--- src/rtl/cpu_pkg.sv ---
// cpu shared definitions
`default_nettype none

package cpu_pkg;

    // word widths
    localparam int WORD_W = 16;
    localparam int REG_W  = 8;

    // instruction fields: [15:12] rsel, [11:8] opcode, [7:0] immediate
    localparam int IMM_LSB  = 0;
    localparam int IMM_W    = 8;
    localparam int OP_LSB   = 8;
    localparam int OP_W     = 4;
    localparam int RSEL_LSB = 12;
    localparam int RSEL_W   = 4;

    typedef enum logic [OP_W-1:0] {
        OP_NOP    = 4'd0,
        OP_OUTI   = 4'd1,
        OP_OUTLOC = 4'd2,
        OP_LI     = 4'd3,
        OP_OUTR   = 4'd4,
        OP_HALT   = 4'd15
    } op_e;

    // apb byte offsets
    localparam logic [7:0] REG_CTRL    = 8'h00;
    localparam logic [7:0] REG_STATUS  = 8'h04;
    localparam logic [7:0] REG_LD_ADDR = 8'h08;
    localparam logic [7:0] REG_LD_DATA = 8'h0C;
    localparam logic [7:0] REG_OUT_CNT = 8'h10;

endpackage

`default_nettype wire

--- src/rtl/cpu_regfile.sv ---
// general register file
`timescale 1ns/1ps
`default_nettype none

module cpu_regfile import cpu_pkg::*; (
    input  wire              clk,
    input  wire              rst,
    input  wire              we,
    input  wire [RSEL_W-1:0] waddr,
    input  wire [REG_W-1:0]  wdata,
    input  wire [RSEL_W-1:0] raddr,
    output logic [REG_W-1:0] rdata
);

    logic [REG_W-1:0] regs [2**RSEL_W];

    always_ff @(posedge clk or posedge rst) begin
        if (rst) begin
            for (int i = 0; i < 2**RSEL_W; i++) begin
                regs[i] <= '0;
            end
        end else if (we) begin
            regs[waddr] <= wdata;
        end
    end

    // read port is asynchronous
    assign rdata = regs[raddr];

endmodule

`default_nettype wire

--- config.mk ---
export PLATFORM = sky130hd
export DESIGN_NAME = cpu_regfile
export DESIGN_NICKNAME = d
export VERILOG_FILES = /design/src/rtl/cpu_pkg.sv /design/src/rtl/cpu_regfile.sv
export SDC_FILE = /design/constraint.sdc
export NUM_CORES = 1
export LEC_CHECK = 0
export BUFFER_PORTS_ARGS = -buffer_cell sky130_fd_sc_hd__buf_2
export CELL_PAD_IN_SITES_DETAIL_PLACEMENT = 0
export CELL_PAD_IN_SITES_GLOBAL_PLACEMENT = 1
export CORE_ASPECT_RATIO = 0.6
export CORE_MARGIN = 2
export CORE_UTILIZATION = 28
export CTS_BUF_LIST = sky130_fd_sc_hd__clkbuf_4
export DETAILED_ROUTE_END_ITERATION = 16
export PLACE_DENSITY_LB_ADDON = 0.25
export SYNTH_ARGS = -nofsm -noshare
export SYNTH_HDL_FRONTEND = slang
export SYNTH_SLANG_ARGS = --single-unit
--- constraint.sdc ---
create_clock -name clk -period 3.9 [get_ports clk]
set_input_delay 0.39 -clock clk [delete_from_list [all_inputs] [get_ports clk]]
set_output_delay 0.39 -clock clk [all_outputs]
set_load 0.03 [all_outputs]
==> metrics.md, run 1 <==
| Metric | Value |
|---|---|
| Max Cap Viol | 0 |
| Drc violations | 0 |
| Power Density | approximately 520 nW/µm² |
| Grt ovf | 0 |
| Biggest register | regs |
| Layout cell share with drive strength beyond 1 | a little under three fifths |
| Die height | between 100 and 150 µm |
| Via Count | between 3000 and 4000 |
| CP Data Arrival Time | between 2000 and 2500 ps |
| Antenna cells | 0 |
| Post-Route Skew | 0 ps |
| CTS tree | built |
| # hold bufs at CTS | 0 |
| Vias in the first global route | approximately 3500 |
| Maximum clock path buffer count | 2 |
| Later-pin clock latency in the skew report | about 520 ps |
| Most frequent cells in the layout | dfrtp_1, mux2_2, mux4_2 |
| Num ports | 27 |
| R2R setup slack | 3110 ps |
| Final setup vio count | 0 |
| Commonest non-fill, non-tap cell in the layout | dfrtp_1 |
| Synth Flop Type | dfrtp_1 |
| First-pass DRT Iterations | 4 |
| Worst setup path class | in -> out |
| CP Launch Type | input port |
| Status | complete, no violations |
| Slew HR | between 20% and 30% |
| Tightest Hold Check Type | in -> async |
| Synthesis-to-layout area growth | 11.5% |
| WHS | slightly below 60 ps |
| Full die area | roughly 22000 µm² |
| Post-DP HPWL | about 9.5 mm |
| Row count | between 40 and 50 |
| Final ANT Viol Nets | 0 |
| Biggest regs | regs x128 |
| Crit-path max FO | 25 |
| First-pass GRT wire length | around 22 mm |
| Syn Nets | 388 |
| H-tree Lvls | 4 |
| Largest area contributor in the netlist | dfrtp_1 |
| RSZ-0062 raised after global routing | false |
| Register bit total from synthesis | between 100 and 150 |
| Worst-Margin Slew | about 1100 ps |
| Gate Count Post-Synth | about 370 |
| Worst ir drop on vdd | ~0.20 mV |
| Nets | between 400 and 500 |
| Area of the multi-input gates | 2610 µm² |
| Sink Count | 128 |
| Cell Area, Synth | a little under 6000 µm² |
| Core area | 20900 µm² |
| Max FFs per register | between 100 and 150 |
| Fmax | 0.400 GHz |
| Total track usage | roughly 14% |
| Largest net degree at the start of global routing | 75 |
| Initial Util | about 28% |
| Wire per inst | about 21 µm |
| CTS buffer count | 17 |
| Initial antenna violation count | 0 |
| GPL Wtd Cong | about 0.72 |
| Buffers on Ports | 26 |
| Final hold vios | 0 |
| Ys Warns | 0 |
| Final TNS setup | 0 ps |
| Clk slew on worst S/H paths | between 100 and 150 ps |
| Final Routed Wirelength | about 14 mm |
| Fill cells | 2065 |
| Starting DRT DRC Count | approximately 160 |
| Setup Fix Bufs, Post-CTS | 0 |
| Seq/Total Area, Yosys | between 50% and 60% |
| Cts repair resizes | 0 |
| Slew Viols, Final | 0 |
| Unique cell type count in the Yosys netlist | 29 |
| Ys async rst share | 100% |
| Top post-synthesis cells by area | dfrtp_1, mux2_2, mux4_2 |
| Leak | ~2.8 nW |
| Die width | 192 µm |
| CTS root buf | clkbuf_4 |
| Min Tclk post-route | about 2500 ps |
| CP endpoint kind | output port |
| Final worst-path cycle share | 64.0% |
| Via density | slightly below 5 |
| Worst EP required | 3510 ps |
| FF/Latch Area | about 3200 µm² |
| Number of synthesized flops with an enable pin | 0 |
| Top-area cell type share of the netlist area | between 50% and 60% |
| Syn Area/Cell | 16.1 µm² |
==> logic make-up after synthesis <==
| group | share of synthesized area [%] |
|---|---|
| multiplexers | 37.3 |
| flip-flops | 53.8 |
| AND/OR/NAND/NOR | 4.52 |
| buffers and inverters | 2.33 |
| AO/OA/AOI/OAI | 2.02 |
==> Yosys cell counts (2+ instances only) <==
master     count
mux2_4        16
dfrtp_1      128
clkbuf_1      11
buf_2          9
or4_1          2
nor2_2         4
nor4b_4        2
a22oi_1       16
mux2_2       112
buf_1          4
nor2b_1        4
mux4_2        32
nand2_1       10
nand4bb_1      2
buf_4          3
==> per-layer routing <==
| metal | up-vias | global-route usage, % | wire (µm) |
|---|---|---|---|
| met1 | 1855 | 21.3 | 7580 |
| met4 | 0 | 4.43 | 108 |
| met3 | 8 | 4.08 | 794 |
| met5 | - | 0 | 0 |
| met2 | 74 | 18.0 | 5840 |
| li1 | 1428 | - | - |
==> final timing paths <==
path | startpoint | to | cells after the start
worst max-delay path | raddr[1] | rdata[2] | 6
worst min-delay path | rst | regs[58] | 2
worst max register to register | regs[37] | regs[37] | 1
worst min register to register | regs[32] | regs[32] | 1
max in group asynchronous | rst | regs[40] | 3
min in group clk | wdata[3] | regs[115] | 2
==> power by group <==
group          internal, mW  switching [mW]
Combinational         0.431           0.287
Clock                 0.458           0.500
Sequential             1.63           0.155
Total                  2.52           0.942
==> through the flow <==
stage / std cells / worst slack, ps / util [%] / cell area, µm² / total power, mW
after global routing: 682 / 1240 / 31.7 / 6640 / 3.66
final: 682 / 1400 / 31.7 / 6640 / 3.46
after floorplan: 369 / 97.4 / - / 5950 / 2.34
after detailed placement: 650 / 1350 / 30.3 / 6340 / 2.54
after CTS: 682 / 1340 / 31.7 / 6640 / 3.51
after global placement: 650 / 1390 / 30.3 / 6340 / 2.51
==> worst max-delay path, cell delays in order <==
cell,delay (ps)
buf_2,590
buf_4,310
mux4_2,310
a22oi_1,200
nand2_1,100
buf_2,200
==> cell type report <==
type                            count  share of cell area (%)
Clock inverter                     12                    2.15
Inverter                            1                  0.0943
Sequential cell                   128                    48.3
Timing Repair Buffer               30                    2.60
Tap cell                          279                    5.26
Clock buffer                       20                    2.26
Multi-Input combinational cell    212                    39.4
No activity file was read; power rests on OpenSTA's default activity.
==> inputs of run 2 (changes only) <==
clock period = 2.2 ns   (was 3.9 ns; I/O delays follow)
==> metrics.md, run 2 (synthesis gave the netlist of run 1 again) <==
| Metric | Value |
|---|---|
| Via Count | about 3400 |
| RR Endpoint | regs[113] |
| Total track usage | between 10% and 20% |
| Final TNS setup | 0 ps |
| Nets | between 400 and 500 |
| Final worst-path cycle share | between 90 and 100% |
| Leak | slightly below 3 nW |
| Place WS | about 270 ps |
| CTS root buf | clkbuf_4 |
| Most frequent cells in the layout | dfrtp_1, mux2_2, mux4_2 |
| Crit-path max FO | 2 |
| Maximum clock path buffer count | 2 |
| Core area | about 21000 µm² |
| Cell count along the critical path | 4 |
| Worst-Margin Slew | 1180 ps |
| Initial antenna violation count | 0 |
| Drc violations | 0 |
| Biggest register | regs |
| Top delay family on crit path | multiplexers |
| Antenna cells | 0 |
| Max Cap Viol | 0 |
| Largest stage delay, worst path | approximately 450 ps |
| Final ANT Viol Nets | 0 |
| Post-route cell area | approximately 6900 µm² |
| Power Density | ~900 nW/µm² |
| Layout cell share with drive strength beyond 1 | a little over three fifths |
| Buffers on Ports | 26 |
| Post-layout util | between 30% and 40% |
| Biggest regs | regs x128 |
| Wire per inst | 19.7 µm |
| Register-to-Register Path Depth | 2 |
| RSZ-0062 raised after global routing | true |
| Worst r2r src | regs[113] |
| R2R setup slack | approximately 1300 ps |
| CP endpoint kind | output port |
| Final Routed Wirelength | roughly 14 mm |
| First-pass DRT Iterations | 4 |
| Starting DRT DRC Count | between 100 and 150 |
| Row count | 41 |
| Worst ir drop on vdd | 0.310 mV |
| Sink Count | roughly 130 |
| H-tree Lvls | 4 |
| Post-Route Skew | 0 ps |
| Vias in the first global route | 3671 |
| Worst setup path class | reg -> out |
| Max FFs per register | between 100 and 150 |
| Final setup vio count | 0 |
| CTS tree | built |
| Die width | 192 µm |
| Grt ovf | 0 |
| Fill cells | approximately 2100 |
| CP cell instances | mux4_2 -> a22oi_1 -> nand2_2 -> buf_4 |
| Placed Area | 6530 µm² |
| Min Tclk post-route | 2120 ps |
| CP Launch Type | flip-flop |
| Buf/Inv on CP | 1 |
| Die height | around 120 µm |
| CP Data Arrival Time | 1900 ps |
| Commonest non-fill, non-tap cell in the layout | dfrtp_1 |
| Clk slew on worst S/H paths | around 130 ps |
| Slowest cell on crit path | mux4_2 |
| Initial Util | 28.4% |
| Full die area | roughly 22000 µm² |
| GPL Wtd Cong | 0.719 |
| Status | complete, no violations |
| Via density | about 4.8 |
| Later-pin clock latency in the skew report | 520 ps |
| Critical path origin | regs[122] |
| Worst EP required | 1980 ps |
| Fmax | 0.472 GHz |
| Post-DP HPWL | slightly below 10 mm |
| Slew Viols, Final | 0 |
| First-pass GRT wire length | 22.4 mm |
| Largest net degree at the start of global routing | between 40 and 50 |
| CTS buffer count | 17 |
| Final hold vios | 0 |
| Num ports | 27 |
| Slew HR | ~21% |
| Tightest Hold Check Type | in -> reg |
| Fin worst setup slack | between 80 and 90 ps |
| Synthesis-to-layout area growth | 16.4% |
| Worst Setup EP | rdata[2] |
-- run 2: changes by cell type in the layout (fill, tap and decap cells not counted), sizes merged --
| cell | change |
|---|---|
| bufinv | -1 |
| dlygate4sd3 | +1 |
| clkinv | +2 |
| inv | -1 |
| clkbuf | -2 |
| clkinvlp | +1 |
| buf | +21 |
-- run 2: stage by stage --
step	power, mW	cells	hold slack [ps]
3_3_place_gp	4.47	668	295
2_1_floorplan	4.15	369	372
5_1_grt	6.47	703	121
6_report	6.10	703	146
4_1_cts	6.10	700	95.4
3_5_place_dp	4.52	668	299
-- run 2: where the power goes --
group | internal, mW | total [mW] | switching (mW)
clock | 0.661 | 1.54 | 0.881
sequential | 2.89 | 3.16 | 0.263
combinational | 0.855 | 1.40 | 0.547
total | 4.41 | 6.10 | 1.69
-- run 2: layout make-up --
cell class | instances | area [µm²] | area share, %
Clock inverter | 13 | 123 | 1.77
Multi-Input combinational cell | 212 | 2680 | 38.7
Inverter | 1 | 7.51 | 0.108
Tap cell | 279 | 349 | 5.04
Clock buffer | 18 | 135 | 1.95
Sequential cell | 128 | 3200 | 46.2
Timing Repair Buffer | 52 | 430 | 6.21
-- run 2: layer usage --
layer | vias up | wire [µm] | part of all wire [%] | global-route usage (%)
met1 | 1843 | 7430 | 54 | 21.1
met5 | - | 0 | 0 | 0
met3 | 9 | 529 | 3.8 | 3.55
met2 | 49 | 5780 | 42 | 19.0
met4 | 0 | 79 | 0.57 | 3.51
li1 | 1479 | - | - | -
-- run 2: repair_timing --
action | 4_1_cts | 5_1_grt
gates resized for setup | 4 | 31
hold buffers | 1 | 0
endpoints found under the hold margin | 17 | 0
setup buffers | 0 | 3
setup endpoints to repair | 3 | 8
pin swaps | 1 | 14
cloned | 0 | 0
-- run 2: worst min path at each step --
stage | slack [ps] | end | depth (start not counted) | start
after floorplan | 370 | regs[104] | 1 | wdata[0]
after global placement | 290 | regs[21] | 2 | rst
after detailed placement | 300 | regs[21] | 2 | rst
after CTS | 100 | regs[113] | 2 | wdata[1]
after global routing | 120 | regs[78] | 2 | wdata[6]
final | 150 | regs[113] | 2 | wdata[1]
