### src/rtl/cpu_pkg.sv
// cpu shared definitions
`default_nettype none

package cpu_pkg;

    // word widths
    localparam int WORD_W = 16;
    localparam int REG_W  = 8;

    // instruction fields: [15:12] rsel, [11:8] opcode, [7:0] immediate
    localparam int IMM_LSB  = 0;
    localparam int IMM_W    = 8;
    localparam int OP_LSB   = 8;
    localparam int OP_W     = 4;
    localparam int RSEL_LSB = 12;
    localparam int RSEL_W   = 4;

    typedef enum logic [OP_W-1:0] {
        OP_NOP    = 4'd0,
        OP_OUTI   = 4'd1,
        OP_OUTLOC = 4'd2,
        OP_LI     = 4'd3,
        OP_OUTR   = 4'd4,
        OP_HALT   = 4'd15
    } op_e;

    // apb byte offsets
    localparam logic [7:0] REG_CTRL    = 8'h00;
    localparam logic [7:0] REG_STATUS  = 8'h04;
    localparam logic [7:0] REG_LD_ADDR = 8'h08;
    localparam logic [7:0] REG_LD_DATA = 8'h0C;
    localparam logic [7:0] REG_OUT_CNT = 8'h10;

endpackage

`default_nettype wire

### src/rtl/cpu_core.sv
// cpu sequencer
`timescale 1ns/1ps
`default_nettype none

module cpu_core import cpu_pkg::*; #(
    parameter int MEM_AW = 8
) (
    input  wire               clk,
    input  wire               rst,
    input  wire               start,
    output logic              running,
    output logic [MEM_AW-1:0] mem_addr,
    input  wire [WORD_W-1:0]  mem_data,
    output logic              rf_we,
    output logic [RSEL_W-1:0] rf_waddr,
    output logic [REG_W-1:0]  rf_wdata,
    output logic [RSEL_W-1:0] rf_raddr,
    input  wire [REG_W-1:0]   rf_rdata,
    output logic [WORD_W-1:0] out_data,
    output logic              out_valid
);

    typedef enum logic [2:0] {
        S_IDLE,
        S_ISSUE,
        S_DECODE,
        S_EXEC,
        S_LOAD_ISSUE,
        S_LOAD_WAIT
    } state_e;

    localparam logic [MEM_AW-1:0] PC_ONE = {{(MEM_AW-1){1'b0}}, 1'b1};

    state_e             state;
    logic [MEM_AW-1:0]  pc;
    op_e                op_q;
    logic [RSEL_W-1:0]  rsel_q;
    logic [IMM_W-1:0]   imm_q;
    logic [IMM_W-1:0]   imm_shr;
    logic [MEM_AW+IMM_W-1:0] data_addr;

    // outloc address, widened then cut to the memory size
    assign imm_shr   = imm_q >> 1;
    assign data_addr = {{MEM_AW{1'b0}}, imm_shr};

    assign mem_addr = (state == S_LOAD_ISSUE) ? data_addr[MEM_AW-1:0] : pc;

    // register file hookup
    assign rf_we    = (state == S_EXEC) && (op_q == OP_LI);
    assign rf_waddr = rsel_q;
    assign rf_wdata = imm_q;
    assign rf_raddr = rsel_q;

    always_ff @(posedge clk or posedge rst) begin
        if (rst) begin
            state     <= S_IDLE;
            pc        <= '0;
            running   <= 1'b0;
            out_valid <= 1'b0;
        end else begin
            out_valid <= 1'b0;
            case (state)
                S_IDLE: begin
                    if (start) begin
                        pc      <= '0;
                        running <= 1'b1;
                        state   <= S_ISSUE;
                    end
                end
                S_ISSUE: begin
                    state <= S_DECODE;
                end
                S_DECODE: begin
                    state <= S_EXEC;
                end
                S_EXEC: begin
                    // pc wraps at the end of memory
                    pc    <= pc + PC_ONE;
                    state <= S_ISSUE;
                    case (op_q)
                        OP_OUTI, OP_OUTR: out_valid <= 1'b1;
                        OP_OUTLOC: state <= S_LOAD_ISSUE;
                        OP_HALT: begin
                            running <= 1'b0;
                            state   <= S_IDLE;
                        end
                        default: ;
                    endcase
                end
                S_LOAD_ISSUE: begin
                    state <= S_LOAD_WAIT;
                end
                S_LOAD_WAIT: begin
                    out_valid <= 1'b1;
                    state     <= S_ISSUE;
                end
                default: state <= S_IDLE;
            endcase
        end
    end

    // instruction fields and output word
    always_ff @(posedge clk) begin
        if (state == S_DECODE) begin
            op_q   <= op_e'(mem_data[OP_LSB +: OP_W]);
            rsel_q <= mem_data[RSEL_LSB +: RSEL_W];
            imm_q  <= mem_data[IMM_LSB +: IMM_W];
        end
        if (state == S_EXEC) begin
            if (op_q == OP_OUTI) begin
                out_data <= {{(WORD_W-IMM_W){1'b0}}, imm_q};
            end else if (op_q == OP_OUTR) begin
                out_data <= {{(WORD_W-REG_W){1'b0}}, rf_rdata};
            end
        end else if (state == S_LOAD_WAIT) begin
            out_data <= mem_data;
        end
    end

endmodule

`default_nettype wire

### config.mk
export PLATFORM = sky130hd
export DESIGN_NAME = cpu_core
export DESIGN_NICKNAME = d
export VERILOG_FILES = /design/src/rtl/cpu_pkg.sv /design/src/rtl/cpu_core.sv
export SDC_FILE = /design/constraint.sdc
export NUM_CORES = 1
export LEC_CHECK = 0
export CAP_MARGIN = 20
export CORE_UTILIZATION = 56
export DETAILED_ROUTE_END_ITERATION = 12
export DONT_BUFFER_PORTS = 1
export PLACE_DENSITY = 0.71
export SLEW_MARGIN = 15
export SYNTH_ARGS = -nofsm -noshare
export SYNTH_HDL_FRONTEND = slang
export SYNTH_SLANG_ARGS = --single-unit
### constraint.sdc
create_clock -name clk -period 3 [get_ports clk]
set_input_delay 0.6 -clock clk [delete_from_list [all_inputs] [get_ports clk]]
set_output_delay 0.6 -clock clk [all_outputs]
set_load 0.02 [all_outputs]
==> results.yml, run 1 <==
placement:
  port_buffers: 0
  postPlaceCellArea_um2: 2110
  hpwlAfterDp_um: 2770
  gp_congestion: 0.794
timing:
  fmax_ghz: 0.407
  period_needed_ps: 2460
  final_max_slew_viol_count: 0
  skew_ps: 4.54
  hold_viol_final: 0
  hold_ws_ps: 218
  fin_crit_sh_pct: 81.9
  worst_pin_slew_ps: 750
  rsz0062_at_grt: "false"
  slew_headroom_pct: 50.0
  fin_setup_tns_ps: 0
  setup_viol: 0
critical_path:
  crit_chain: "nor2b_4, and2b_1, mux2_4"
  cp.required_ps: 2400
  crit_slowest_cell: "dfrtp_1"
  arrival_ps: 1860
  end_kind: "output pin"
  path_class: "reg -> out"
  critical_path.startpoint_type: "flip-flop"
  crit_fanout: 9
  max_stage_delay_ps: 500
clocking:
  cts_buffers: 5
  cts.hold.buffers_added: 0
  cts_max_path_buffers: 2
  cts_resized: 0
  cts_setup_buffers: 0
  clk_pin_slew_ps: 80
  clkSinkCount: 45
  tritoncts: "done"
  htree_num_levels: 2
  root_buffer: "clkbuf_8"
  clk_latency_ps: 290
pwr:
  peakVddDrop_v: 0.000526
  p_leak_nw: 0.796
  power_w: 0.00218
  powerDensity_nw_per_um2: 982
run:
  cap_violations: 0
yosys:
  yosys_warnings: 0
  avgSynthCellArea_um2: 13.0
  syn_nets: 191
  syn_area_um2: 2120
  yosys_most_used_dff: "edfxtp_1"
  ys_types: 38
  synth-seq-cells: 45
  ys_seq_area_share_pct: 60.6
  synthCells: 163
  synth_async_sr_flop_share_pct: 28.9
  synth_edf_count: 32
cells_and_area:
  final_area_um2: 2220
  drive_gt1_share_pct: 13.0
  area_delta_synth_final_pct: 4.48
  layout.nets: 188
  num_antenna_cells: 0
routing:
  first_pass_iters: 4
  via_per_inst: 5.93
  routedWlPerCell_um: 18.4
  ant_nets: 0
  routed_wirelength_um: 3820
  drc: 0
  drt_iter0_drc: 66
  via_count: 1228
floorplan:
  num_rows: 21
  dieArea_um2: 4040
  dieWidth_um: 63.5
  ios: 70
  fp.coreArea_um2: 3470
  start_util_pct: 61.1
  die_y_um: 63.5
grt:
  first_global_vias: 1266
  grt-ovfl-total: 0
  grt_max_degree: 32
  grt_usage_pct: 21.0
  grt_pass1_wl_um: 6240
  grt_antenna_before_repair: 0
status:
  outcome: "finished clean"
hold_path:
  hp-class: "in -> async"
synthesized netlist by cell type (all sizes together), types with 3 or more instances:
cell type | count | area (um^2)
mux2 | 7 | 105
inv | 8 | 30.0
o211ai | 6 | 45.0
mux2i | 9 | 90.1
and2 | 8 | 50.1
dfrtp | 13 | 325
a21oi | 4 | 31.3
nor2 | 8 | 30.0
edfxtp | 32 | 961
buf | 12 | 87.6
nand3 | 3 | 15.0
nand2 | 12 | 45.0
or4 | 3 | 22.5
o21a | 3 | 22.5
o21ai | 13 | 65.1
layout make-up:
class,instances,area (um^2)
Clock buffer,5,68.8
Clock inverter,3,41.3
Fill cell,292,1250
Inverter,8,30.0
Multi-Input combinational cell,98,717
Sequential cell,45,1290
Tap cell,46,57.6
Timing Repair Buffer,2,15.0
flip-flops by register name, indices dropped and copies added, names as in the netlist:
| name | flops |
|---|---|
| out_valid | 1 |
| pc | 8 |
| rf_wdata | 8 |
| rf_raddr | 4 |
| out_data | 16 |
| op_q | 4 |
| running | 1 |
| state | 3 |
placed cells by master, fill, tap and decap left out, types with 3 or more instances in the layout:
master and count:
a21oi_1 3, nor2_1 8, o21ai_0 12, mux2_4 7
o211ai_1 6, nand3_1 3, clkbuf_8 5, nand2_1 12
mux2i_1 9, o21a_1 3, and2_1 8, dfrtp_1 13
edfxtp_1 32, inv_1 8, or4_1 3
metrics by stage:
stage | cells | worst slack (ps) | util [%]
after floorplan | 163 | 1140 | -
after global placement | 199 | 901 | 60.7
after detailed placement | 199 | 824 | 60.7
after CTS | 207 | 529 | 63.9
after global routing | 207 | 424 | 63.9
final | 207 | 544 | 63.9
metal layers:
layer  routed length [um]  track usage [%]  up-vias
met5                    0                0        -
met4                   39             7.39        0
met3                  237             6.34        5
met2                 1970             36.3       42
met1                 1570             24.5      602
li1                     -                -      579
cells by family (layout without fill, tap and decap cells):
logic type,Yosys count,after routing,share of synthesized area (%)
AND/OR/NAND/NOR,48,48,13.6
adder cells (fa/ha/maj),1,1,0.590
buffers and inverters,20,18,5.55
flip-flops,45,45,60.6
multiplexers,16,16,9.20
AO/OA/AOI/OAI,31,31,9.62
XOR/XNOR,2,2,0.826
worst paths after layout:
kind | start | endpoint | slack (ps) | cells after the start
max | state[2]$_DFFE_PP0P_ | mem_addr[0] | 540 | 3
min | rst | pc[7]$_DFFE_PP0P_ | 220 | 1
max reg2reg | state[1]$_DFFE_PP0P_ | out_data[4]$_DFFE_PP_ | 840 | 3
min reg2reg | pc[0]$_DFFE_PP0P_ | pc[0]$_DFFE_PP0P_ | 550 | 1
max in group asynchronous | rst | pc[1]$_DFFE_PP0P_ | 2450 | 1
min in group clk | mem_data[6] | rf_wdata[6]$_DFFE_PN_ | 400 | 0
power breakdown:
group          internal [W]  switching [W]
Clock              0.000245       0.000193
Sequential         0.000873       0.000278
Combinational      0.000231       0.000354
critical path: cells and delay by family (launching register included):
family / cells / cell delay, ps
and+or+nand+nor: 2 / 680
DFF: 1 / 500
muxes: 1 / 380
No activity file was read; power rests on OpenSTA's default activity.
==> run 2: changes to the inputs <==
clock period = 2.4 ns   (was 3 ns; I/O delays follow)
==> run 2 against run 1 <==
Effect of this change: sequential share of layout area decreased by 0.55 points; non-clock buffer count is 1 higher; sequential power grew 25%; clock skew increased by 1.6 ps; clock power is 27% higher; routed wire length rose by 1.1%; combinational power up 26%; count of clock-buffer cells in the layout did not move; power is 26% higher; setup slack lost 400 ps; via count shrank 0.90%; hold slack worse by 120 ps; critical endpoint is now rf_we; highest routed layer unchanged.
==> results.yml, run 2 (synthesized netlist as in run 1, its figures left out) <==
critical_path:
  cp.required_ps: 1920
  path_delay_family: "simple AND/OR/NAND/NOR gates"
  r2r_cells: 4
  crit_chain: "and3b_1, nand3_1, nor2_1"
  end_kind: "output pin"
  rr_endpoint: "out_data[1]$_DFFE_PP_"
  arrival_ps: 1770
  crit_cells: 3
  path_class: "reg -> out"
  r2r_slack_ps: 440
  critical_path.startpoint_type: "flip-flop"
  crit_fanout: 11
  reg2reg_from: "state[1]$_DFFE_PP0P_"
  crit_start: "state[0]$_DFFE_PP0P_"
  crit_slowest_cell: "dfrtp_1"
  worst-path-buf-inv: 0
  max_stage_delay_ps: 580
cells_and_area:
  layout.nets: 189
  final_cell_mix: "32 x edfxtp_1, 13 x dfrtp_1, 12 x nand2_1, 12 x o21ai_0, 9 x mux2i_1"
  largest_reg_flops: 16
  drive_gt1_share_pct: 14.2
  fillerInstances: 294
  mostFrequentLayoutCell: "edfxtp_1"
  top_register: "out_data"
  area_delta_synth_final_pct: 5.49
  instances_no_fill: 208
  multi_input_area_um2: 718
  seqCellArea_um2: 1290
  num_antenna_cells: 0
routing:
  via_per_inst: 5.85
  drt_iter0_drc: 67
  first_pass_iters: 4
  via_count: 1217
  route.top_layer_used: "met4"
  routed_wirelength_um: 3860
  routed-wl-met3_um: 300
  wl_met2_um: 1930
  drc: 0
  met1_length_um: 1570
  routedWlPerCell_um: 18.6
  ant_nets: 0
hold_path:
  hp-class: "in -> async"
timing:
  worst_pin_slew_ps: 532
  fin_setup_tns_ps: 0
  fmax_ghz: 0.444
  setup_viol: 0
  hold_viol_final: 0
  fin_ws_ps: 147
  slew_headroom_pct: 64.5
  fin_crit_sh_pct: 93.9
  skew_ps: 6.09
  rsz0062_at_grt: "false"
  period_needed_ps: 2250
  final_max_slew_viol_count: 0
placement:
  pre_cts_slack_ps: 358
  port_buffers: 0
  gp_congestion: 0.790
  placed_cells: 200
  hpwlAfterDp_um: 2780
grt:
  grt_pass1_wl_um: 6310
  grt-ovfl-total: 0
  grt_usage_pct: 21.8
  first_global_vias: 1281
  grt_max_degree: 32
  grt_antenna_before_repair: 0
floorplan:
  dieArea_um2: 4040
  num_rows: 21
  start_util_pct: 61.1
  ios: 70
  dieWidth_um: 63.5
  die_y_um: 63.5
  fp.coreArea_um2: 3470
pwr:
  powerDensity_nw_per_um2: 1220
  p_leak_nw: 0.804
  peakVddDrop_v: 0.000571
clocking:
  htree_num_levels: 2
  cts_setup_buffers: 0
  cts_resized: 0
  cts.hold.buffers_added: 0
  cts_max_path_buffers: 2
  clkSinkCount: 45
  clk_pin_slew_ps: 80
  root_buffer: "clkbuf_8"
  clk_latency_ps: 300
  tritoncts: "done"
  cts_buffers: 5
run:
  cap_violations: 0
status:
  outcome: "finished clean"
## run 2: cell count changes in the layout (fill, tap and decap cells not counted), sizes merged
cell / previous run / this run
buf: 2 / 3
## run 2: area by class of cell
class	count	share of cell area, %
clock inverters	3	1.85
clock buffers	5	3.08
flip-flops and latches	45	57.5
repair buffers	3	1.57
inverters	8	1.34
well taps	46	2.57
multi-input cells	98	32.1
## run 2: worst register-to-register path: cells and delay by family, from the launching register on
family,cells,cell delay [ps]
DFF,1,580
and+or+nand+nor,2,550
AOI/OAI and AO/OA,1,360
buffers and inverters,1,190
## run 2: layer usage
layer,vias to the layer above,track usage (%)
met1,578,24.7
met4,0,9.38
met3,7,9.06
met2,53,36.0
met5,-,0
li1,579,-
## run 2: per-stage QoR
step,utilization (%),cell area [um^2],hold WS [ps],power (W)
6_report,64.5,2240,95.4,0.00274
5_1_grt,64.5,2240,116,0.00290
4_1_cts,64.5,2240,102,0.00276
3_5_place_dp,61.3,2130,427,0.00221
3_3_place_gp,61.3,2130,418,0.00217
2_1_floorplan,-,2120,357,0.00208
## run 2: how the worst max path moves through the flow
stage	endpoint	slack, ps
5_1_grt	rf_we	10
3_5_place_dp	mem_addr[4]	360
2_1_floorplan	out_data[0]$_DFFE_PP_	620
4_1_cts	mem_addr[4]	10
3_3_place_gp	mem_addr[0]	420
6_report	rf_we	150
## run 2: power by group
part	switching (W)	leakage, nW	internal, W
logic	0.000438	0.293	0.000301
registers	0.000350	0.460	0.00109
clock network	0.000251	0.0518	0.000306
total	0.00104	0.804	0.00170
==> run 3: changes to the inputs <==
CAP_MARGIN = unset   (was 20)
CORE_UTILIZATION = 55   (was 56)
PLACE_DENSITY = unset   (was 0.71)
PLACE_DENSITY_LB_ADDON = 0.3   (was unset)
==> run 3 against run 2 <==
Effect of this change: critical endpoint unchanged; hold slack lost 5.5 ps; non-clock buffer count is the same; routed wire length grew 2.5%; clock power shrank 18%; sequential share of layout area grew 0.91 points; count of clock-buffer cells in the layout is the same; setup slack lost 13 ps; final cell count grew 0.96%; critical path depth is the same; combinational power grew 2%; register-to-register slack gained 30 ps; sequential cell count is the same.
==> results.yml, run 3 (synthesized netlist as in run 1, its figures left out) <==
status:
  outcome: "finished clean"
grt:
  grt_antenna_before_repair: 0
  grt_max_degree: 32
  grt_usage_pct: 21.3
  first_global_vias: 1283
  grt_pass1_wl_um: 6350
  grt-ovfl-total: 0
clocking:
  cts_buffers: 5
  clkSinkCount: 45
  cts_resized: 0
  root_buffer: "clkbuf_8"
  tritoncts: "done"
  clk_pin_slew_ps: 80
  cts.hold.buffers_added: 0
  cts_max_path_buffers: 2
  htree_num_levels: 2
  clk_latency_ps: 300
  cts_setup_buffers: 0
cells_and_area:
  layout.nets: 189
  num_antenna_cells: 0
  largest_reg_flops: 16
  mostFrequentLayoutCell: "edfxtp_1"
  final_cell_mix: "32 x edfxtp_1, 12 x nand2_1, 12 x o21ai_0, 12 x dfrtp_1, 9 x mux2i_1"
  top_register: "out_data"
  drive_gt1_share_pct: 14.8
  area_delta_synth_final_pct: 3.95
timing:
  skew_ps: 3.76
  worst_pin_slew_ps: 504
  slew_headroom_pct: 66.3
  setup_viol: 0
  final_max_slew_viol_count: 0
  rsz0062_at_grt: "false"
  period_needed_ps: 2270
  hold_viol_final: 0
  fin_setup_tns_ps: 0
  fin_crit_sh_pct: 94.4
  fmax_ghz: 0.441
routing:
  via_per_inst: 6.00
  ant_nets: 0
  routedWlPerCell_um: 18.8
  drc: 0
  first_pass_iters: 4
  drt_iter0_drc: 121
  routed_wirelength_um: 3960
  via_count: 1261
pwr:
  power_w: 0.00265
  p_leak_nw: 0.794
  peakVddDrop_v: 0.000716
  powerDensity_nw_per_um2: 1200
floorplan:
  die_y_um: 64.1
  fp.coreArea_um2: 3690
  dieArea_um2: 4110
  ios: 70
  num_rows: 22
  dieWidth_um: 64.1
  start_util_pct: 57.5
critical_path:
  reg2reg_from: "state[2]$_DFFE_PP0P_"
  cp.required_ps: 1920
  crit_slowest_cell: "dfrtp_1"
  crit_chain: "and3b_1, nand3_1, nor2_1"
  rr_endpoint: "out_data[0]$_DFFE_PP_"
  r2r_cells: 4
  arrival_ps: 1790
  end_kind: "output pin"
  max_stage_delay_ps: 580
  crit_fanout: 11
  critical_path.startpoint_type: "flip-flop"
  path_class: "reg -> out"
  r2r_slack_ps: 470
placement:
  port_buffers: 0
  gp_congestion: 0.838
  hpwlAfterDp_um: 2690
hold_path:
  hp-class: "in -> async"
run:
  cap_violations: 0
==> run 3: worst max path at each step <==
stage | from | end | slack [ps] | depth (start not counted)
6_report | state[0]$_DFFE_PP0P_ | rf_we | 130 | 3
2_1_floorplan | state[2]$_DFFE_PP0P_ | out_data[0]$_DFFE_PP_ | 620 | 3
5_1_grt | state[0]$_DFFE_PP0P_ | rf_we | 10 | 3
3_3_place_gp | state[2]$_DFFE_PP0P_ | mem_addr[2] | 390 | 3
3_5_place_dp | state[2]$_DFFE_PP0P_ | mem_addr[1] | 340 | 3
4_1_cts | state[2]$_DFFE_PP0P_ | mem_addr[1] | 20 | 3
==> run 3: worst max-delay path: cells and delay by family (launching register included) <==
family,cells,cell delay [ps]
flip-flops,1,580
AND/OR/NAND/NOR,3,910
==> run 3: layer usage <==
| layer | up-vias | wire, um | GRT usage, % |
|---|---|---|---|
| met5 | - | 0 | 0 |
| met4 | 0 | 87 | 8.89 |
| met3 | 12 | 334 | 8.93 |
| met2 | 68 | 1920 | 35.8 |
| met1 | 598 | 1620 | 23.9 |
| li1 | 583 | - | - |
==> run 3: report_power, final <==
group / total (W) / internal (W) / switching, W
Sequential: 0.00144 / 0.00109 / 0.000348
Combinational: 0.000752 / 0.000295 / 0.000457
Clock: 0.000456 / 0.000201 / 0.000254
==> run 3: cell type report <==
class | instances | area [um^2]
Sequential cell | 45 | 1290
Clock buffer | 5 | 68.8
Inverter | 8 | 30.0
Tap cell | 48 | 60.1
Clock inverter | 3 | 17.5
Fill cell | 303 | 1480
Timing Repair Buffer | 3 | 22.5
Multi-Input combinational cell | 98 | 718
==> run 3: per-stage QoR <==
stage	area (um^2)	cells	util [%]	worst slack [ps]	hold slack, ps
2_1_floorplan	2120	163	-	617	357
3_3_place_gp	2120	202	57.4	391	421
3_5_place_dp	2120	202	57.4	344	434
4_1_cts	2200	210	59.7	15.4	111
5_1_grt	2200	210	59.8	10.3	132
6_report	2200	210	59.8	134	89.9
