## src/rtl/cpu_pkg.sv

```systemverilog
// cpu shared definitions
`default_nettype none

package cpu_pkg;

    // word widths
    localparam int WORD_W = 16;
    localparam int REG_W  = 8;

    // instruction fields: [15:12] rsel, [11:8] opcode, [7:0] immediate
    localparam int IMM_LSB  = 0;
    localparam int IMM_W    = 8;
    localparam int OP_LSB   = 8;
    localparam int OP_W     = 4;
    localparam int RSEL_LSB = 12;
    localparam int RSEL_W   = 4;

    typedef enum logic [OP_W-1:0] {
        OP_NOP    = 4'd0,
        OP_OUTI   = 4'd1,
        OP_OUTLOC = 4'd2,
        OP_LI     = 4'd3,
        OP_OUTR   = 4'd4,
        OP_HALT   = 4'd15
    } op_e;

    // apb byte offsets
    localparam logic [7:0] REG_CTRL    = 8'h00;
    localparam logic [7:0] REG_STATUS  = 8'h04;
    localparam logic [7:0] REG_LD_ADDR = 8'h08;
    localparam logic [7:0] REG_LD_DATA = 8'h0C;
    localparam logic [7:0] REG_OUT_CNT = 8'h10;

endpackage

`default_nettype wire

```

## src/rtl/cpu_ctrl_regs.sv

```systemverilog
// apb control registers
`timescale 1ns/1ps
`default_nettype none

module cpu_ctrl_regs import cpu_pkg::*; #(
    parameter int MEM_AW = 8
) (
    input  wire               clk,
    input  wire               rst,
    input  wire [7:0]         paddr,
    input  wire               psel,
    input  wire               penable,
    input  wire               pwrite,
    input  wire [31:0]        pwdata,
    output logic [31:0]       prdata,
    output logic              pready,
    output logic              pslverr,
    input  wire               running,
    input  wire               out_valid,
    output logic              start,
    output logic              ld_we,
    output logic [MEM_AW-1:0] ld_addr,
    output logic [WORD_W-1:0] ld_data
);

    localparam logic [MEM_AW-1:0] ADDR_ONE = {{(MEM_AW-1){1'b0}}, 1'b1};

    logic        access;
    logic        wr_access;
    logic        mapped;
    logic        ld_sel;
    logic        ran_q;
    logic [31:0] out_cnt;

    assign access    = psel && penable;
    assign wr_access = access && pwrite;
    assign mapped    = (paddr == REG_CTRL) || (paddr == REG_STATUS) ||
                       (paddr == REG_LD_ADDR) || (paddr == REG_LD_DATA) ||
                       (paddr == REG_OUT_CNT);
    assign ld_sel    = (paddr == REG_LD_ADDR) || (paddr == REG_LD_DATA);

    // zero wait states
    assign pready  = 1'b1;
    assign pslverr = access && (!mapped || (pwrite && running && ld_sel));

    // memory load port, blocked while the core runs
    assign ld_we   = wr_access && (paddr == REG_LD_DATA) && !running;
    assign ld_data = pwdata[WORD_W-1:0];

    always_ff @(posedge clk or posedge rst) begin
        if (rst) begin
            start   <= 1'b0;
            ld_addr <= '0;
            ran_q   <= 1'b0;
            out_cnt <= '0;
        end else begin
            start <= wr_access && (paddr == REG_CTRL) && pwdata[0] && !running;
            if (wr_access && (paddr == REG_LD_ADDR) && !running) begin
                ld_addr <= pwdata[MEM_AW-1:0];
            end else if (ld_we) begin
                ld_addr <= ld_addr + ADDR_ONE;
            end
            // halted-after-run needs running to have been seen
            if (start) begin
                ran_q <= 1'b0;
            end else if (running) begin
                ran_q <= 1'b1;
            end
            if (start) begin
                out_cnt <= '0;
            end else if (out_valid) begin
                out_cnt <= out_cnt + 32'd1;
            end
        end
    end

    always_comb begin
        prdata = '0;
        case (paddr)
            REG_STATUS:  prdata = {30'd0, ran_q && !running, running};
            REG_LD_ADDR: prdata = {{(32-MEM_AW){1'b0}}, ld_addr};
            REG_OUT_CNT: prdata = out_cnt;
            default:     prdata = '0;
        endcase
    end

endmodule

`default_nettype wire

```

## config.mk

```make
export PLATFORM = sky130hd
export DESIGN_NAME = cpu_ctrl_regs
export DESIGN_NICKNAME = d
export VERILOG_FILES = /design/src/rtl/cpu_pkg.sv /design/src/rtl/cpu_ctrl_regs.sv
export SDC_FILE = /design/constraint.sdc
export NUM_CORES = 1
export LEC_CHECK = 0
export ABC_CLOCK_PERIOD_IN_PS = 2800
export BUFFER_PORTS_ARGS = -buffer_cell sky130_fd_sc_hd__buf_4
export CORE_ASPECT_RATIO = 0.5
export CORE_UTILIZATION = 45
export DETAILED_ROUTE_END_ITERATION = 8
export PLACE_DENSITY = 0.74
export SLEW_MARGIN = 5
export SYNTH_ARGS = -nofsm -noshare
export SYNTH_HDL_FRONTEND = slang
export SYNTH_SLANG_ARGS = --single-unit
```

## constraint.sdc

```tcl
create_clock -name clk -period 2.8 [get_ports clk]
set_input_delay 0.14 -clock clk [delete_from_list [all_inputs] [get_ports clk]]
set_output_delay 0.14 -clock clk [all_outputs]
set_load 0.01 [all_outputs]
```

==> results.yml, run 1 <==
outcome:
  status: "completed"
timing:
  hold_violations: 0
  rsz0062_at_grt: "false"
  relSlewSlack_pct: 58.4
  setup_viol: 0
  timing.hold.ws_ns: 0.0715
  tightest_slew_ns: 0.622
  finalCritPeriodShare_pct: 88.3
  timing.fmax_mhz: 404
  fin_skew_ns: 0.00977
  period_needed_ns: 2.47
  setup_tns_ns: 0
  finalMaxSlewViolations: 0
synth:
  synth_xor_area_share_pct: 3.73
  synth-edff-count: 0
  avgSynthCellArea_um2: 8.88
  async_reset_ff_share_pct: 100
  mappedNetlistArea_mm2: 0.00282
  synth_compound_area_share_pct: 15.2
  ys_warn_count: 0
  seq_area_frac_synth_pct: 37.3
  synth_top_family_by_area: "simple AND/OR/NAND/NOR gates"
  synthFlopType: "dfrtp_1"
  ys_seq_elements: 42
  synthAdderAreaFrac_pct: 0.889
  yosys-mux-area-fraction_pct: 3.02
  synthSimpleGateAreaFrac_pct: 29.5
  syn_inst: 317
  synth_nets: 366
  synth.distinct_cells: 54
routing:
  drt_iter0_markers: 194
  finalWirelength_mm: 6.45
  viasPerCell: 5.67
  antenna_left: 0
  avgRoutedWirePerCell_um: 14.3
  drc: 0
  via_count: 2557
  firstDrtPassIters: 4
place:
  numPortBuffers: 73
  gp_congestion: 0.803
  dpl-instance-area_mm2: 0.00324
  dpl.hpwl_mm: 4.53
worst_setup_path:
  cp-end-kind: "register"
  cp.required_ns: 3.01
  path_max_fanout: 17
  path_delay_family: "simple AND/OR/NAND/NOR gates"
  start_kind: "register"
  crit_path_max_incr_delay_ns: 0.81
  path_cells: "ha_1 -> nand2_1 -> or4_1 -> or4_1 -> a21oi_1"
  path_buf_inv: 0
  crit_slowest_cell: "or4_1"
  crit_arrival_ns: 2.68
  crit_path_frequent_cell: "or4_1"
  path_class: "register to register"
layout:
  fillers: 521
  num_antenna_cells: 0
  final_common_cell: "buf_4"
  stdcell_area_mm2: 0.00340
  area_delta_synth_final_pct: 20.8
  final_nets: 415
  mostFrequentLayoutCells: "77 x buf_4, 42 x dfrtp_1, 25 x and2_1"
  drive_above_1_share_pct: 24.8
grt:
  grt_max_degree: 37
  grt_pass1_wl_mm: 10.9
  grt.busiest_layer: "met2"
  grtUsageMet3_pct: 4.50
  antenna_found_initial: 0
  grtUsageMet1_pct: 26.9
  grt-ovfl-total: 0
  use_met2_pct: 35.4
  grt_usage_pct: 20.8
  grt_pass1_vias: 2302
floorplanning:
  design.core.area_mm2: 0.00575
  start_util_pct: 48.9
  dieArea_mm2: 0.00660
  die_w_um: 114
  rows: 19
  die_height_um: 57.9
  io_pins: 107
clock_network:
  clk_pin_slew_ns: 0.06
  cts.sink_count: 42
  cts-root-to-sink-buffers: 2
  numCtsBuffers: 5
  clock_latency_ns: 0.28
  clockRootBuffer: "clkbuf_16"
  postCtsSetupRepairBufs: 0
  htreeDepth: 2
  cts_tree: "done"
flow_run:
  cap_violations: 0
worst_hold_path:
  hold_class: "primary input to register"
pwr:
  p_leak_uw: 0.00150
  ir_drop_mv: 0.283
  totalPowerFinal_uw: 1540
  p_per_area_mw_per_mm2: 453
-- power by group --
group	leakage (uW)	total, uW	switching [uW]	internal [uW]
clock network	0.0000739	582	229	354
registers	0.000528	744	87.6	657
logic	0.000900	215	111	104
-- final timing paths --
| path | start | end | slack [ns] | cells after the start |
|---|---|---|---|---|
| max in group asynchronous | rst | out_cnt[12] | 1.69 | 4 |
| hold / removal | pwdata[7] | ld_addr[7] | 0.07 | 3 |
| setup / recovery | out_cnt[0] | out_cnt[24] | 0.33 | 5 |
| hold reg to reg | ran_q | ran_q | 0.53 | 2 |
| min in group asynchronous | rst | ld_addr[7] | 0.35 | 3 |
| setup reg to reg | out_cnt[0] | out_cnt[24] | 0.33 | 5 |
-- synth_stat cells, types with 2 or more instances --
cell type | instances | area share (%)
a21oi_1 | 19 | 3.4
a22o_1 | 6 | 1.9
a22oi_1 | 3 | 0.80
and2_1 | 25 | 5.6
and3_1 | 7 | 1.6
and4_1 | 3 | 0.93
buf_2 | 3 | 0.53
buf_4 | 18 | 4.8
buf_6 | 4 | 1.6
clkbuf_1 | 8 | 1.1
dfrtp_1 | 42 | 37
ha_1 | 2 | 0.89
inv_1 | 8 | 1.1
mux2_1 | 3 | 1.2
mux2i_1 | 4 | 1.4
nand2_1 | 18 | 2.4
nand3_1 | 13 | 2.3
nand3_2 | 2 | 0.71
nand4_1 | 6 | 1.3
nor2_1 | 24 | 3.2
nor2b_1 | 6 | 1.3
nor3_1 | 3 | 0.53
nor4_1 | 7 | 1.6
o211ai_1 | 2 | 0.53
o21ai_0 | 4 | 0.71
o21ai_1 | 8 | 1.4
o31ai_1 | 11 | 2.9
or3_1 | 8 | 1.8
or4_1 | 15 | 4.0
xnor2_1 | 7 | 2.2
xor2_1 | 5 | 1.6
-- worst reg2reg max path, cell delays in order, from the launching register on --
cell and delay, ns:
dfrtp_1 0.45, ha_1 0.28, nand2_1 0.12, or4_1 0.81, or4_1 0.59, a21oi_1 0.16
-- per-layer routing --
layer | routed length (um) | up-vias | share of wire (%)
met1 | 3080 | 1240 | 48
met2 | 3000 | 65 | 47
met4 | 74 | 0 | 1.1
met3 | 292 | 11 | 4.5
met5 | 0 | - | 0
li1 | - | 1241 | -
-- cells by family after synthesis --
group | count (synthesis)
compound gates | 64
other cells | 1
fa+ha+maj | 2
simple gates | 144
buf+inv | 44
mux | 8
flops | 42
xor+xnor | 12
-- state kept, by name, indices dropped and copies added, names as in the netlist --
signal / cells
out_cnt: 32
ran_q: 1
start: 1
ld_addr: 8
-- stage by stage --
stage / worst slack [ns] / utilization, % / cells
4_1_cts: 0.322 / 59.1 / 451
3_3_place_gp: 0.399 / 56.4 / 442
3_5_place_dp: 0.334 / 56.4 / 442
2_1_floorplan: 0.739 / - / 317
6_report: 0.327 / 59.1 / 451
5_1_grt: 0.106 / 59.1 / 451
-- final cells by class --
| type | instances | area, um2 | area share [%] |
|---|---|---|---|
| clock buffer | 7 | 143 | 4.20 |
| sequential | 42 | 1050 | 30.9 |
| multi-input combinational | 231 | 1480 | 43.5 |
| clock inverter | 1 | 5.00 | 0.147 |
| inverter | 8 | 30.0 | 0.883 |
| tap | 84 | 105 | 3.09 |
| timing repair buffer | 78 | 588 | 17.3 |
-- timing repair --
item | in CTS | in global routing
hold buffers | 1 | 0
resized for setup | 0 | 0
hold endpoints to repair | 6 | 0
No activity file was read; power rests on OpenSTA's default activity.
==> run 2, diff against run 1 <==
--- a/config.mk
+++ b/config.mk
@@ -8,6 +8,7 @@
 export ABC_CLOCK_PERIOD_IN_PS = 2800
 export BUFFER_PORTS_ARGS = -buffer_cell sky130_fd_sc_hd__buf_4
 export CORE_ASPECT_RATIO = 0.5
+export CORE_MARGIN = 3
 export CORE_UTILIZATION = 45
 export DETAILED_ROUTE_END_ITERATION = 8
 export PLACE_DENSITY = 0.74
==> run 2 against run 1 <==
  * Count of clock-buffer cells in the layout fell by 2
  * Power rose by 5.0%
  * Register-to-register slack got worse by 0.02 ns
  * Sequential share of layout area fell by 0.068 points
  * Hold slack got worse by 0.070 ns
  * Routed wire length rose by 3.4%
  * Clock power rose by 14%
  * Cell count fell by 0.22%
  * Largest cell class unchanged
==> results.yml, run 2 (synthesis results as in run 1) <==
routing:
  drc: 0
  finalWirelength_mm: 6.67
  avgRoutedWirePerCell_um: 14.8
  via_count: 2581
  antenna_left: 0
  firstDrtPassIters: 4
  drt_iter0_markers: 202
  viasPerCell: 5.74
timing:
  finalCritPeriodShare_pct: 89.0
  relSlewSlack_pct: 56.7
  setup_tns_ns: 0
  hold_violations: 0
  tightest_slew_ns: 0.648
  rsz0062_at_grt: "false"
  period_needed_ns: 2.49
  timing.fmax_mhz: 401
  fin_skew_ns: 0.00710
  setup_viol: 0
  finalMaxSlewViolations: 0
layout:
  fillers: 510
  largest-register: "out_cnt"
  largest_register_ffs: 32
  area_delta_synth_final_pct: 21.0
  mostFrequentLayoutCells: "77 x buf_4, 42 x dfrtp_1, 25 x and2_1"
  final_nets: 414
  final_common_cell: "buf_4"
  drive_above_1_share_pct: 25.1
  fin_cells: 450
  reg_top3: "out_cnt x32, ld_addr x8"
  seq_area_mm2: 0.00105
  multiInputGateArea_mm2: 0.00148
  num_antenna_cells: 0
pwr:
  p_sw_share_pct: 27.4
  ir_drop_mv: 0.235
  pwr-share-comb_pct: 12.9
  seqPwrFrac_pct: 46.2
  clkPwrFrac_pct: 41.0
  p_int_uw: 1180
  p_per_area_mw_per_mm2: 475
  p_leak_uw: 0.00151
  p_switching_uw: 443
clock_network:
  cts.sink_count: 42
  cts_tree: "done"
  holdBufCountCts: 0
  cts-root-to-sink-buffers: 2
  cts_resized: 0
  postCtsSetupRepairBufs: 0
  numCtsBuffers: 5
  clock_latency_ns: 0.29
  clockRootBuffer: "clkbuf_16"
  htreeDepth: 2
  clk_pin_slew_ns: 0.07
worst_hold_path:
  hold_class: "primary input to asynchronous set/reset pin"
grt:
  grt_usage_pct: 18.3
  grt_pass1_wl_mm: 11.0
  grt_pass1_vias: 2369
  grt-ovfl-total: 0
  antenna_found_initial: 0
  grt_max_degree: 43
floorplanning:
  design.core.area_mm2: 0.00575
  io_pins: 107
  rows: 19
  start_util_pct: 48.9
  die_height_um: 61.9
  dieArea_mm2: 0.00730
  die_w_um: 118
flow_run:
  cap_violations: 0
worst_setup_path:
  crit_arrival_ns: 2.70
  path_buf_inv: 0
  cp.required_ns: 3.01
  path_class: "register to register"
  crit_path_max_incr_delay_ns: 0.80
  cp-end-kind: "register"
  path_max_fanout: 17
  start_kind: "register"
  path_delay_family: "simple AND/OR/NAND/NOR gates"
  crit_path_frequent_cell: "or4_1"
  crit_slowest_cell: "or4_1"
  path_cells: "ha_1 -> nand2_1 -> or4_1 -> or4_1 -> a21oi_1"
place:
  gp_congestion: 0.831
  post-place-cells: 442
  numPortBuffers: 73
  dpl.hpwl_mm: 4.71
outcome:
  status: "completed"
run 2: cell count changes in the layout (fill, tap and decap cells not counted):
cell / change
bufinv_16: +1
clkbuf_8: -1
clkinv_2: +1
dlygate4sd3_1: -1
clkbuf_1: -1
run 2: worst reg2reg max path: cells and delay by family (launching register included):
family	cells	cell delay (ns)
compound gates	1	0.16
fa+ha+maj	1	0.28
flops	1	0.47
simple gates	3	1.51
run 2: layer usage:
layer	global-route usage, %	vias to the layer above	wire length [um]
li1	-	1230	-
met1	23.7	1245	3050
met2	30.9	88	3100
met3	3.89	18	388
met4	8.00	0	133
met5	0	-	0
run 2: final cells by class:
type                            count  area share (%)
Timing Repair Buffer               77            17.0
Inverter                            8           0.881
Sequential cell                    42            30.8
Clock buffer                        5            3.67
Clock inverter                      3            1.18
Multi-Input combinational cell    231            43.4
Tap cell                           84            3.08
run 2: final timing paths:
path	start	endpoint	slack [ns]	cells past startpoint
max	out_cnt[0]	out_cnt[24]	0.31	5
min	rst	out_cnt[13]	0.002	3
max reg2reg	out_cnt[0]	out_cnt[24]	0.31	5
min reg2reg	ran_q	ran_q	0.50	2
max in group asynchronous	rst	out_cnt[9]	2.42	3
min in group clk	pwdata[7]	ld_addr[7]	0.07	3
run 2: power groups by stage:
stage,Combinational [uW],Sequential (uW),Clock [uW]
final,208,747,663
after global routing,238,755,704
after CTS,211,744,673
after detailed placement,209,754,0
after global placement,203,751,0
after floorplan,188,720,0
run 2: metrics by stage:
step                      hold slack, ns  total power, uW  area, um2  utilization [%]  setup slack, ns
after floorplan                    0.256              908       2820                -            0.739
after global placement             0.280              954       3240             56.4            0.407
after detailed placement           0.280              963       3240             56.4            0.356
after CTS                         0.0192             1630       3410             59.2            0.334
after global routing              0.0675             1700       3410             59.2            0.145
final                            0.00186             1620       3410             59.2            0.309
==> run 3, diff against run 2 <==
--- a/config.mk
+++ b/config.mk
@@ -9,9 +9,9 @@
 export BUFFER_PORTS_ARGS = -buffer_cell sky130_fd_sc_hd__buf_4
 export CORE_ASPECT_RATIO = 0.5
 export CORE_MARGIN = 3
-export CORE_UTILIZATION = 45
+export CORE_UTILIZATION = 50
 export DETAILED_ROUTE_END_ITERATION = 8
-export PLACE_DENSITY = 0.74
+export PLACE_DENSITY = 0.81
 export SLEW_MARGIN = 5
 export SYNTH_ARGS = -nofsm -noshare
 export SYNTH_HDL_FRONTEND = slang
==> run 3 against run 2 <==
  * Clock skew decreased by 0.0042 ns
  * Via count decreased by 1.1%
  * Routed wire length decreased by 0.15%
  * Register-to-register slack improved by 0.02 ns
  * Maximum frequency increased by 0.87%
  * Cell count decreased by 3.1%
  * Worst setup slack improved by 0.021 ns
  * Combinational power increased by 2%
  * Count of clock-buffer cells in the layout increased by 2
  * Global-route usage increased by 1.9 points
  * First-iteration DRC count decreased by 18%
  * Power decreased by 6.5%
  * Critical endpoint is now out_cnt[20]
==> results.yml, run 3 (synthesis results as in run 1) <==
timing:
  finalMaxSlewViolations: 0
  setup_tns_ns: 0
  tightest_slew_ns: 0.643
  timing.fmax_mhz: 405
  fin_skew_ns: 0.00286
  rsz0062_at_grt: "false"
  finalCritPeriodShare_pct: 88.2
  period_needed_ns: 2.47
  hold_violations: 0
  relSlewSlack_pct: 57.0
  setup_viol: 0
worst_setup_path:
  path_class: "register to register"
  reg2reg_depth: 5
  r2r_slack_ns: 0.33
  path_buf_inv: 0
  crit_arrival_ns: 2.68
  reg2reg_from: "out_cnt[0]"
  crit_path_max_incr_delay_ns: 0.80
  crit_slowest_cell: "or4_1"
  crit_path_frequent_cell: "or4_1"
  start_kind: "register"
  cp.required_ns: 3.01
  path_delay_family: "simple AND/OR/NAND/NOR gates"
  path_max_fanout: 17
  cp-end-kind: "register"
  r2r-end: "out_cnt[20]"
  path_cells: "ha_1 -> nand2_1 -> or4_1 -> or4_1 -> a21oi_1"
grt:
  grt_pass1_wl_mm: 10.9
  grt_pass1_vias: 2428
  grt_usage_pct: 20.2
  antenna_found_initial: 0
  grt.busiest_layer: "met2"
  grt_max_degree: 37
  grtUsageMet1_pct: 25.0
  grt-ovfl-total: 0
  use_met2_pct: 35.5
  grtUsageMet3_pct: 5.81
pwr:
  p_per_area_mw_per_mm2: 449
  ir_drop_mv: 0.256
  p_leak_uw: 0.00149
clock_network:
  clock_latency_ns: 0.29
  numCtsBuffers: 5
  postCtsSetupRepairBufs: 0
  cts_resized: 0
  clk_pin_slew_ns: 0.06
  clockRootBuffer: "clkbuf_16"
  cts_tree: "done"
  cts-root-to-sink-buffers: 2
  holdBufCountCts: 1
  cts.sink_count: 42
  htreeDepth: 2
place:
  gp_congestion: 0.848
  numPortBuffers: 73
  dpl.hpwl_mm: 4.71
layout:
  largest-register: "out_cnt"
  area_delta_synth_final_pct: 19.6
  fillers: 435
  final_common_cell: "buf_4"
  drive_above_1_share_pct: 24.3
  mostFrequentLayoutCells: "77 x buf_4, 42 x dfrtp_1, 25 x and2_1"
  reg_top3: "out_cnt x32, ld_addr x8"
  fin_util_pct: 65.0
  num_antenna_cells: 0
  final_nets: 415
  largest_register_ffs: 32
worst_hold_path:
  min-delay-start: "pwdata[7]"
  hold_class: "primary input to register"
  holdPathStages: 3
  holdPathEnd: "ld_addr[7]"
floorplanning:
  dieArea_mm2: 0.00662
  design.core.area_mm2: 0.00518
  io_pins: 107
  start_util_pct: 54.3
  rows: 18
  die_w_um: 112
  die_height_um: 59.1
routing:
  via_count: 2553
  antenna_left: 0
  drt_iter0_markers: 166
  drc: 0
  finalWirelength_mm: 6.66
  avgRoutedWirePerCell_um: 15.3
  firstDrtPassIters: 4
  viasPerCell: 5.86
outcome:
  status: "completed"
flow_run:
  cap_violations: 0
[run 3: cell count changes in the layout (fill, tap and decap cells not counted)]
| cell | change |
|---|---|
| dlygate4sd3_1 | +1 |
| clkbuf_1 | +2 |
| bufinv_16 | -1 |
| clkinv_2 | -2 |
[run 3: cell type report]
cell class / instances / area [um2] / area share (%)
Multi-Input combinational cell: 231 / 1480 / 43.9
Sequential cell: 42 / 1050 / 31.2
Timing Repair Buffer: 78 / 588 / 17.5
Clock buffer: 7 / 133 / 3.94
Tap cell: 70 / 87.6 / 2.60
Inverter: 8 / 30.0 / 0.892
[run 3: where the power goes]
group | switching, uW | internal (uW)
sequential | 89.5 | 657
clock | 227 | 326
combinational | 111 | 102
total | 427 | 1090
[run 3: worst max-delay path by stage]
| stage | from | endpoint | slack, ns | depth (start not counted) |
|---|---|---|---|---|
| floorplan | out_cnt[0] | out_cnt[22] | 0.74 | 6 |
| global placement | out_cnt[0] | out_cnt[20] | 0.42 | 5 |
| detailed placement | out_cnt[0] | out_cnt[20] | 0.34 | 5 |
| CTS | out_cnt[0] | out_cnt[20] | 0.32 | 5 |
| global route | out_cnt[0] | out_cnt[24] | 0.15 | 5 |
| finish | out_cnt[0] | out_cnt[20] | 0.33 | 5 |
[run 3: worst register-to-register path: stages, from the launching register on]
cell	delay (ns)
dfrtp_1	0.45
ha_1	0.28
nand2_1	0.12
or4_1	0.80
or4_1	0.60
a21oi_1	0.15
[run 3: metrics by stage]
| stage | setup WS (ns) | hold slack (ns) | total power (uW) | cell area (um2) | std cells |
|---|---|---|---|---|---|
| finish | 0.331 | 0.0728 | 1510 | 3370 | 436 |
| global route | 0.153 | 0.0823 | 1580 | 3370 | 436 |
| CTS | 0.319 | 0.0700 | 1530 | 3370 | 436 |
| detailed placement | 0.339 | 0.0951 | 964 | 3220 | 428 |
| global placement | 0.418 | 0.0914 | 953 | 3220 | 428 |
| floorplan | 0.739 | 0.256 | 908 | 2820 | 317 |
[run 3: metal layers]
metal / vias up / routed length, um
met5: - / 0
met4: 0 / 55
met3: 8 / 465
met2: 89 / 3250
met1: 1216 / 2900
li1: 1240 / -
